===== src/verilog/fpu_consts.svh =====
`ifndef FPU_CONSTS_SVH
`define FPU_CONSTS_SVH

// ======================================================================
// IEEE single format
// ======================================================================
`define FP_EXP_W 8
`define FP_FRAC_W 23

// fraction plus the hidden bit
`define FP_MANT_W 24

`define FP_BIAS 127
`define FP_EXP_MAX 255

// quiet NaN returned for invalid operations
`define FP_QNAN 32'h7FC0_0000

// ======================================================================
// pipeline
// ======================================================================
`define FPU_LATENCY 3

`endif


===== src/verilog/fp_format_pkg.sv =====
`include "fpu_consts.svh"

package fp_format_pkg;

    // ======================================================================
    // stored word
    // ======================================================================
    typedef struct packed {
        logic                  sign;
        logic [`FP_EXP_W-1:0]  exp;
        logic [`FP_FRAC_W-1:0] frac;
    } fp32_t;

    // ======================================================================
    // operand class after screening
    // ======================================================================
    // denormals are flushed, so exponent zero always means zero
    typedef enum logic [1:0] {
        CLS_ZERO   = 2'd0,
        CLS_NORMAL = 2'd1,
        CLS_INF    = 2'd2,
        CLS_NAN    = 2'd3
    } fp_class_t;

    // ======================================================================
    // unpacked operand
    // ======================================================================
    // mantissa carries the hidden bit in its top position
    typedef struct packed {
        logic                  sign;
        logic [`FP_EXP_W-1:0]  exp;
        logic [`FP_MANT_W-1:0] mant;
        fp_class_t             cls;
    } fp_unpacked_t;

endpackage


===== src/verilog/fpu_pipe_pkg.sv =====
`include "fpu_consts.svh"

package fpu_pipe_pkg;

    // opcode 2 is reserved and never issued
    typedef enum logic [1:0] {
        FPU_ADD  = 2'd0,
        FPU_SUB  = 2'd1,
        FPU_RSVD = 2'd2,
        FPU_MUL  = 2'd3
    } fpu_op_t;

    // two extra bits let the exponent show underflow and overflow
    typedef logic signed [`FP_EXP_W+1:0] wexp_t;

    // sum keeps a carry bit above the hidden bit
    typedef logic [`FP_MANT_W:0] sum_mant_t;
    typedef logic [2*`FP_MANT_W-1:0] prod_mant_t;

    // ======================================================================
    // stage 1 to stage 2
    // ======================================================================
    typedef struct packed {
        logic                        valid;
        fpu_op_t                     op;
        fp_format_pkg::fp_unpacked_t a;
        fp_format_pkg::fp_unpacked_t b;
        logic                        special;
        fp_format_pkg::fp32_t        special_res;
    } unpack_to_exec_t;

    // ======================================================================
    // stage 2 to stage 3
    // ======================================================================
    typedef struct packed {
        logic                 valid;
        fpu_op_t              op;
        logic                 sign;
        wexp_t                exp;
        sum_mant_t            sum;
        prod_mant_t           prod;
        logic                 special;
        fp_format_pkg::fp32_t special_res;
    } exec_to_norm_t;

endpackage


===== src/verilog/fp_exec_stage.sv =====
`timescale 1ns/1ps
`include "fpu_consts.svh"

module fp_exec_stage (
    input  logic                          clk,
    input  logic                          i_arst_n,
    input  fpu_pipe_pkg::unpack_to_exec_t i_stage,
    output fpu_pipe_pkg::exec_to_norm_t   o_stage
);

    fp_format_pkg::fp_unpacked_t a;
    fp_format_pkg::fp_unpacked_t b;
    fp_format_pkg::fp_unpacked_t big;
    fp_format_pkg::fp_unpacked_t smaller;
    logic                        a_big;
    logic                        is_mul;
    logic [`FP_EXP_W-1:0]        diff;
    logic [`FP_MANT_W-1:0]       shifted;
    fpu_pipe_pkg::sum_mant_t     sum;
    fpu_pipe_pkg::prod_mant_t    prod;
    fpu_pipe_pkg::wexp_t         mul_exp;
    fpu_pipe_pkg::exec_to_norm_t next_stage;

    assign a      = i_stage.a;
    assign b      = i_stage.b;
    assign is_mul = (i_stage.op == fpu_pipe_pkg::FPU_MUL);

    // ======================================================================
    // add path
    // ======================================================================
    // the larger magnitude sets the exponent and the sign
    assign a_big   = {a.exp, a.mant} >= {b.exp, b.mant};
    assign big     = a_big ? a : b;
    assign smaller = a_big ? b : a;
    assign diff    = big.exp - smaller.exp;

    // bits shifted out are dropped so the result is truncated
    assign shifted = smaller.mant >> diff;

    always_comb begin
        if (big.sign == smaller.sign) begin
            sum = {1'b0, big.mant} + {1'b0, shifted};
        end else begin
            sum = {1'b0, big.mant} - {1'b0, shifted};
        end
    end

    // ======================================================================
    // multiply path
    // ======================================================================
    assign prod    = fpu_pipe_pkg::prod_mant_t'(a.mant)
                   * fpu_pipe_pkg::prod_mant_t'(b.mant);
    assign mul_exp = fpu_pipe_pkg::wexp_t'({2'b00, a.exp})
                   + fpu_pipe_pkg::wexp_t'({2'b00, b.exp})
                   - fpu_pipe_pkg::wexp_t'(`FP_BIAS);

    always_comb begin
        next_stage.valid       = i_stage.valid;
        next_stage.op          = i_stage.op;
        next_stage.sign        = is_mul ? (a.sign ^ b.sign) : big.sign;
        next_stage.exp         = is_mul ? mul_exp : fpu_pipe_pkg::wexp_t'({2'b00, big.exp});
        next_stage.sum         = sum;
        next_stage.prod        = prod;
        next_stage.special     = i_stage.special;
        next_stage.special_res = i_stage.special_res;
    end

    always_ff @(posedge clk or negedge i_arst_n) begin
        if (!i_arst_n) begin
            o_stage <= '0;
        end else begin
            o_stage <= next_stage;
        end
    end

endmodule


===== src/verilog/fp_norm_stage.sv =====
`timescale 1ns/1ps
`include "fpu_consts.svh"

module fp_norm_stage (
    input  logic                        clk,
    input  logic                        i_arst_n,
    input  fpu_pipe_pkg::exec_to_norm_t i_stage,
    output logic                        o_valid,
    output fp_format_pkg::fp32_t        o_result
);

    fpu_pipe_pkg::wexp_t      sum_exp;
    fpu_pipe_pkg::sum_mant_t  sum_mant;
    fpu_pipe_pkg::wexp_t      prod_exp;
    fpu_pipe_pkg::prod_mant_t prod_mant;
    fpu_pipe_pkg::wexp_t      n_exp;
    logic [`FP_FRAC_W-1:0]    n_frac;
    logic                     is_mul;
    logic                     mant_zero;
    logic                     out_nan;
    fp_format_pkg::fp32_t     result;

    lead_norm #(
        .mant_t (fpu_pipe_pkg::sum_mant_t)
    ) u_sum_norm (
        .i_exp  (i_stage.exp),
        .i_mant (i_stage.sum),
        .o_exp  (sum_exp),
        .o_mant (sum_mant)
    );

    lead_norm #(
        .mant_t (fpu_pipe_pkg::prod_mant_t)
    ) u_prod_norm (
        .i_exp  (i_stage.exp),
        .i_mant (i_stage.prod),
        .o_exp  (prod_exp),
        .o_mant (prod_mant)
    );

    assign is_mul    = (i_stage.op == fpu_pipe_pkg::FPU_MUL);
    assign mant_zero = is_mul ? (i_stage.prod == '0) : (i_stage.sum == '0);
    assign n_exp     = is_mul ? prod_exp : sum_exp;
    // fraction sits just below the hidden bit in each width
    assign n_frac    = is_mul ? prod_mant[2*`FP_FRAC_W-1:`FP_FRAC_W]
                              : sum_mant[`FP_FRAC_W-1:0];

    always_comb begin
        result = '0;
        if (i_stage.special) begin
            result = i_stage.special_res;
        end else if (mant_zero) begin
            // exact cancellation gives +0
            result = '0;
        end else if (n_exp < fpu_pipe_pkg::wexp_t'(1)) begin
            result.sign = i_stage.sign;
        end else if (n_exp >= fpu_pipe_pkg::wexp_t'(`FP_EXP_MAX)) begin
            result.sign = i_stage.sign;
            result.exp  = `FP_EXP_W'(`FP_EXP_MAX);
        end else begin
            result.sign = i_stage.sign;
            result.exp  = n_exp[`FP_EXP_W-1:0];
            result.frac = n_frac;
        end
    end

    always_ff @(posedge clk or negedge i_arst_n) begin
        if (!i_arst_n) begin
            o_valid  <= 1'b0;
            o_result <= '0;
        end else begin
            o_valid  <= i_stage.valid;
            o_result <= result;
        end
    end

    assign out_nan = (o_result.exp == `FP_EXP_MAX) && (o_result.frac != '0);

    // the computed path saturates to infinity, so a NaN can only come from screening
    a_nan_only_special: assert property (@(posedge clk) disable iff (!i_arst_n)
        (o_valid && out_nan) |-> $past(i_stage.special));

endmodule


===== src/verilog/fp_unpack_stage.sv =====
`timescale 1ns/1ps
`include "fpu_consts.svh"

module fp_unpack_stage (
    input  logic                          clk,
    input  logic                          i_arst_n,
    input  logic                          i_valid,
    input  fpu_pipe_pkg::fpu_op_t         i_op,
    input  fp_format_pkg::fp32_t          i_a,
    input  fp_format_pkg::fp32_t          i_b,
    output fpu_pipe_pkg::unpack_to_exec_t o_stage
);

    fp_format_pkg::fp_unpacked_t   a_u;
    fp_format_pkg::fp_unpacked_t   b_u;
    fpu_pipe_pkg::unpack_to_exec_t next_stage;
    logic                          is_sub;
    logic                          is_mul;
    logic                          a_zero;
    logic                          b_zero;
    logic                          a_inf;
    logic                          b_inf;
    logic                          sign_x;

    function automatic fp_format_pkg::fp_unpacked_t unpack(input fp_format_pkg::fp32_t f);
        fp_format_pkg::fp_unpacked_t u;
        u.sign = f.sign;
        u.exp  = f.exp;
        u.mant = {1'b1, f.frac};
        u.cls  = fp_format_pkg::CLS_NORMAL;
        if (f.exp == '0) begin
            u.exp  = '0;
            u.mant = '0;
            u.cls  = fp_format_pkg::CLS_ZERO;
        end else if (f.exp == `FP_EXP_MAX) begin
            u.cls = (f.frac == '0) ? fp_format_pkg::CLS_INF : fp_format_pkg::CLS_NAN;
        end
        return u;
    endfunction

    function automatic fp_format_pkg::fp32_t repack(input fp_format_pkg::fp_unpacked_t u);
        fp_format_pkg::fp32_t f;
        f.sign = u.sign;
        f.exp  = u.exp;
        f.frac = u.mant[`FP_FRAC_W-1:0];
        return f;
    endfunction

    assign is_sub = (i_op == fpu_pipe_pkg::FPU_SUB);
    assign is_mul = (i_op == fpu_pipe_pkg::FPU_MUL);

    always_comb begin
        a_u = unpack(i_a);
        b_u = unpack(i_b);
        // subtraction becomes addition of the negated B
        if (is_sub) begin
            b_u.sign = ~b_u.sign;
        end
    end

    assign a_zero = (a_u.cls == fp_format_pkg::CLS_ZERO);
    assign b_zero = (b_u.cls == fp_format_pkg::CLS_ZERO);
    assign a_inf  = (a_u.cls == fp_format_pkg::CLS_INF);
    assign b_inf  = (b_u.cls == fp_format_pkg::CLS_INF);
    assign sign_x = a_u.sign ^ b_u.sign;

    always_comb begin
        next_stage.valid       = i_valid;
        next_stage.op          = is_sub ? fpu_pipe_pkg::FPU_ADD : i_op;
        next_stage.a           = a_u;
        next_stage.b           = b_u;
        next_stage.special     = 1'b1;
        next_stage.special_res = '0;
        if (i_op == fpu_pipe_pkg::FPU_RSVD) begin
            next_stage.special_res = `FP_QNAN;
        end else if (a_u.cls == fp_format_pkg::CLS_NAN) begin
            next_stage.special_res = i_a;
        end else if (b_u.cls == fp_format_pkg::CLS_NAN) begin
            next_stage.special_res = i_b;
        end else if (is_mul) begin
            if ((a_zero && b_inf) || (a_inf && b_zero)) begin
                next_stage.special_res = `FP_QNAN;
            end else if (a_zero || b_zero) begin
                next_stage.special_res.sign = sign_x;
            end else if (a_inf || b_inf) begin
                next_stage.special_res.sign = sign_x;
                next_stage.special_res.exp  = `FP_EXP_W'(`FP_EXP_MAX);
            end else begin
                next_stage.special = 1'b0;
            end
        end else begin
            if (a_zero) begin
                next_stage.special_res = repack(b_u);
            end else if (b_zero) begin
                next_stage.special_res = repack(a_u);
            end else if (a_inf && b_inf && sign_x) begin
                next_stage.special_res = `FP_QNAN;
            end else if (a_inf) begin
                next_stage.special_res = repack(a_u);
            end else if (b_inf) begin
                next_stage.special_res = repack(b_u);
            end else begin
                next_stage.special = 1'b0;
            end
        end
    end

    always_ff @(posedge clk or negedge i_arst_n) begin
        if (!i_arst_n) begin
            o_stage <= '0;
        end else begin
            o_stage <= next_stage;
        end
    end

    // the reserved opcode must never reach the pipeline
    a_no_reserved_op: assert property (@(posedge clk) disable iff (!i_arst_n)
        i_valid |-> (i_op != fpu_pipe_pkg::FPU_RSVD));

endmodule


===== src/verilog/fpu_top.sv =====
`timescale 1ns/1ps

module fpu_top (
    input  logic                  clk,
    input  logic                  i_arst_n,
    input  logic                  i_valid,
    input  fpu_pipe_pkg::fpu_op_t i_op,
    input  fp_format_pkg::fp32_t  i_a,
    input  fp_format_pkg::fp32_t  i_b,
    output logic                  o_valid,
    output fp_format_pkg::fp32_t  o_result
);

    fpu_pipe_pkg::unpack_to_exec_t unpack_to_exec;
    fpu_pipe_pkg::exec_to_norm_t   exec_to_norm;

    fp_unpack_stage u_unpack (
        .clk      (clk),
        .i_arst_n (i_arst_n),
        .i_valid  (i_valid),
        .i_op     (i_op),
        .i_a      (i_a),
        .i_b      (i_b),
        .o_stage  (unpack_to_exec)
    );

    fp_exec_stage u_exec (
        .clk      (clk),
        .i_arst_n (i_arst_n),
        .i_stage  (unpack_to_exec),
        .o_stage  (exec_to_norm)
    );

    fp_norm_stage u_norm (
        .clk      (clk),
        .i_arst_n (i_arst_n),
        .i_stage  (exec_to_norm),
        .o_valid  (o_valid),
        .o_result (o_result)
    );

endmodule


===== src/verilog/lead_norm.sv =====
`timescale 1ns/1ps
`include "fpu_consts.svh"

// the top bit of mant_t is the carry, the one below it the hidden bit
module lead_norm #(
    parameter type mant_t = logic [`FP_MANT_W:0]
) (
    input  fpu_pipe_pkg::wexp_t i_exp,
    input  mant_t               i_mant,
    output fpu_pipe_pkg::wexp_t o_exp,
    output mant_t               o_mant
);

    localparam int W = $bits(mant_t);

    fpu_pipe_pkg::wexp_t shift;

    // distance from the leading one to the hidden bit position
    always_comb begin
        shift = fpu_pipe_pkg::wexp_t'(W - 1);
        for (int i = 0; i < W - 1; i++) begin
            if (i_mant[i]) begin
                shift = fpu_pipe_pkg::wexp_t'(W - 2 - i);
            end
        end
    end

    always_comb begin
        if (i_mant[W-1]) begin
            o_mant = i_mant >> 1;
            o_exp  = i_exp + fpu_pipe_pkg::wexp_t'(1);
        end else begin
            o_mant = i_mant << shift;
            o_exp  = i_exp - shift;
        end
    end

endmodule

===== config.mk =====
export PLATFORM = sky130hd
export DESIGN_NAME = fpu_top
export DESIGN_NICKNAME = d
export VERILOG_FILES = /design/src/verilog/fp_format_pkg.sv /design/src/verilog/fpu_pipe_pkg.sv /design/src/verilog/fp_exec_stage.sv /design/src/verilog/fp_norm_stage.sv /design/src/verilog/fp_unpack_stage.sv /design/src/verilog/fpu_top.sv /design/src/verilog/lead_norm.sv
export VERILOG_INCLUDE_DIRS = /design/src /design/src/verilog
export SDC_FILE = /design/constraint.sdc
export NUM_CORES = 2
export LEC_CHECK = 0
export BUFFER_PORTS_ARGS = -buffer_cell sky130_fd_sc_hd__buf_2
export CELL_PAD_IN_SITES_DETAIL_PLACEMENT = 1
export CELL_PAD_IN_SITES_GLOBAL_PLACEMENT = 2
export CORE_MARGIN = 2
export CORE_UTILIZATION = 38
export CTS_CLUSTER_SIZE = 30
export DETAILED_ROUTE_END_ITERATION = 8
export HOLD_SLACK_MARGIN = 0.15
export PLACE_DENSITY = 0.81
export SKIP_CTS_REPAIR_TIMING = 1
export SLEW_MARGIN = 20
export SYNTH_ARGS = -nofsm -noshare
export SYNTH_HDL_FRONTEND = slang
export SYNTH_HIERARCHICAL = 1
export SYNTH_SLANG_ARGS = --single-unit

===== constraint.sdc =====
create_clock -name clk -period 8.8 [get_ports clk]
set_clock_uncertainty 0.15 [all_clocks]
set_input_delay 0.44 -clock clk [delete_from_list [all_inputs] [get_ports clk]]
set_output_delay 0.44 -clock clk [all_outputs]
set_load 0.01 [all_outputs]

After elaboration in Yosys (flattened, before gate mapping) --
Index checks and enable logic that the tools add are counted.
Operators by class: bitwise logic cells 3, equal/unequal tests 12, order comparisons 3, $mul 1, reduce and logical (&&, ||, !) cells 15, shift-type cells 3, $add $sub $neg 8, multiplexer cells 123
Operators by type and width (number):
- 2-to-1 mux 10 bit | 73
- 2-to-1 mux 32 bit | 12
- 2-to-1 mux 23 bit | 4
- 2-to-1 mux 35 bit | 2
- zero test 48 bit | 1
- multiplier 24 x 24 -> 48 bit | 1
- << shifter 48 x 10 -> 46 bit | 1
- zero test 23 bit | 2
- 2-to-1 mux 46 bit | 1
- 2-to-1 mux 33 bit | 1
- greater-or-equal comparator 32 bit | 1
- 2-to-1 mux 31 bit | 1
- adder 24 x 24 -> 25 bit | 1
- zero test 25 bit | 1
- 2-to-1 mux 25 bit | 1
- << shifter 25 x 10 -> 23 bit | 1
- subtractor 24 x 24 -> 25 bit | 1
- right shift 24 x 8 -> 24 bit | 1
- subtractor 10 bit | 2
- 2-to-1 mux 1 bit | 18
- 2-to-1 mux 9 bit | 2
- == test 2 bit, second input constant | 8
- == test 8 bit, second input constant | 2
- zero test 8 bit | 2
- 16 further kinds | 28
Word-level totals: logic and storage cells 196, bits of input ports 69, output and inout bits 33, flip-flop bits (word level) 259

Logic depth before layout (Yosys ltp) --
depth in word-level cells 55, gate-level depth with buffers 48, mapped depth without buffers 41

Modules after synthesis --
Netlist, hierarchy kept.
Modules (own cells, without submodules):
- fp_exec_stage | cells an instance 2966, area an instance 26934.6 um^2, instances 1
- lead_norm at u_norm.u_prod_norm | cells an instance 687, area an instance 4609.4 um^2, instances 1
- fp_unpack_stage | cells an instance 341, area an instance 4091.4 um^2, instances 1
- lead_norm at u_norm.u_sum_norm | cells an instance 317, area an instance 2165.8 um^2, instances 1
- fp_norm_stage | cells an instance 194, area an instance 1916.8 um^2, instances 1

Least setup slack after synthesis --
No wires, ideal clock.
kind reg-to-reg, start register u_unpack/o_stage[37] (netlist bit), end register u_exec/o_stage[104] (netlist bit), stages on the path, launching flop included 44, clock period less this slack 8.936 ns, data arrival time 8.658 ns, setup slack -0.136 ns, required time 8.522 ns, buffers on the path 8, cells stage by stage dfrtp_1 > clkbuf_1 > inv_1 > ha_1 > a211oi_1 > o21ai_1 > a21oi_1 > o31ai_1 > o211ai_1 > nand2_4 > buf_6 > buf_6 > clkbuf_1 > buf_1 > nor2_1 > a21oi_1 > ha_1 > clkbuf_1 > [8 not listed] > nand2_1 > o21ai_0 > ha_1 > a21o_1 > a21oi_1 > o21ai_0 > a21oi_1 > o21ai_0 > a21oi_1 > o21ai_0 > o41ai_1 > o211a_1 > nand2_1 > o311ai_0 > o211ai_1 > a31oi_1 > o21bai_1 > xor2_1
RTL lines:
- from (decl) | line fp_unpack_stage.sv:11 | output fpu_pipe_pkg::unpack_to_exec_t o_stage
- from (signal assigned) | line fp_unpack_stage.sv:112 | o_stage <= next_stage;
- to (signal assigned) | line fp_exec_stage.sv:72 | o_stage <= next_stage;
- to (decl) | line fp_exec_stage.sv:8 | output fpu_pipe_pkg::exec_to_norm_t o_stage

==> qor.txt <==
gpl congestion = 0.966
Syn Std Cell Area = 0.0392 mm²
setup TNS = 0 ns
Final Util = 0.423
share of cells above drive strength 1 = 0.106
nets = 5352
Worst Path Required = 9.17 ns
Clock Latency Late Sink = 0.63 ns
post-route insts no fill = 5901
routed len/inst = 26.0 µm
initial antenna violation count = 13
HP Class = primary input to register
synthesized instance count = 4440
Root Buffer = clkbuf_16
routed wire length = 153000 µm
Initial Util = 0.384
outcome = finished, final reports clean
total CTS buffers = 30
DIE AREA = 0.106 mm²
Pre-Repair DR Iteration Count = 5
Crit. End Element = register
# DRC = 0
WP data arrival = 8.78 ns
number of placed instances, taps included = 5772
worst-path maximum fanout = 17
Area growth syn-to-layout = 10.1%
All-Layer GR Usage = 0.282
I/O pins = 102
most numerous cell on the critical path = fa_1
max cap viols = 0
Clock Sinks = 255
CP max stage delay = 0.72 ns
Slew HR = 0.200
Hold Violations, Final = 0
YS warnings = 6
kind of cell adding the most delay to the critical path = adder cells
final worst-path cycle share = 0.956
DIE WIDTH = 325 µm
Worst Max-Slew Pin Slew = 1.20 ns
CP bufs+invs = 5
synthesized area per cell = 8.83 µm²
H-tree depth = 1
vias per cell = 5.80
Setup CP Type = register to register
post-route worst setup slack = 0.387 ns
syn_nets = 5287
# setup viols final = 0
Peak Freq = 119 MHz
die height = 325 µm
slowest cell on the critical path = dfrtp_1
vias in the first global route = 35600
via count = 34200
CTS clk-pin slew, worst paths = 0.08 ns
I/O Buffers = 101
CP Launch Type = register
global-route wire length before repair = 229000 µm
total grt overflow = 0
# rows = 117
CTS tree = built
Period minus WS final = 8.41 ns
post-route ant nets = 0
pre-CTS setup slack = 0.0898 ns
Core Area = 0.102 mm²
Clock Path Buffers = 3
DR iter-0 viols = 2910
Slew Viols, Final = 0
DP HPWL = 118000 µm
pin count of the biggest net entering global routing = 169
-- stage by stage --
stage	hold slack (ns)	cell area (µm²)
2_1_floorplan	-0.00559	39200
4_1_cts	-0.311	42400
5_1_grt	0.170	43200
3_3_place_gp	0.182	41400
6_report	0.121	43200
3_5_place_dp	0.186	41400
-- worst paths after layout --
check                      slack (ns)                 start  depth (start not counted)              endpoint
max                              0.39  u_unpack/o_stage[86]                         28    u_exec/o_stage[79]
min reg2reg                      0.20   u_unpack/o_stage[7]                          0     u_exec/o_stage[7]
max reg2reg                      0.39  u_unpack/o_stage[86]                         28    u_exec/o_stage[79]
min                              0.12               i_op[0]                          3  u_unpack/o_stage[31]
min in group asynchronous        0.28              i_arst_n                          2        u_norm/o_valid
max in group asynchronous        6.81              i_arst_n                          3  u_unpack/o_stage[88]
-- tightest hold or removal path, cell delays in order --
cell	delay (ns)
buf_2	0.15
nor2b_1	0.09
a211oi_1	0.16
-- per-layer routing --
layer,track usage,share of wire,vias to the layer above
li1,-,-,14900
met1,0.396,0.44,17600
met2,0.429,0.44,1447
met3,0.0653,0.088,299
met4,0.0927,0.039,4
met5,0,0.00016,-
-- cell usage in the layout, fill, tap and decap left out, types with 42 or more instances in the layout --
cell and n:
nor3_1 51, and2_1 239, a21o_1 42, nand3_1 85
dlygate4sd3_1 67, xnor2_1 80, a21oi_1 177, inv_1 601
nor2_1 217, ha_1 292, dfrtp_1 250, mux2i_1 160
buf_4 148, buf_2 100, o21ai_0 127, nor4_1 55
nand2_1 559, fa_1 486
-- layout make-up --
cell class,instances,area [µm²]
Tap cell,1368,1710
Timing Repair Buffer,324,2430
Fill cell,11900,58900
Sequential cell,255,6390
Antenna cell,5,12.5
Inverter,610,2290
Clock inverter,19,210
Clock buffer,36,813
Multi-Input combinational cell,3284,29300
-- sequential cells by signal, indices dropped and copies added, names as in the netlist --
name and cells:
u_norm/o_valid 1, u_unpack/o_stage 102, u_exec/o_stage 120, u_norm/o_result 32
Power is not shown: default switching activity piles up to over one toggle a cycle in this logic, so the estimate is an artifact.
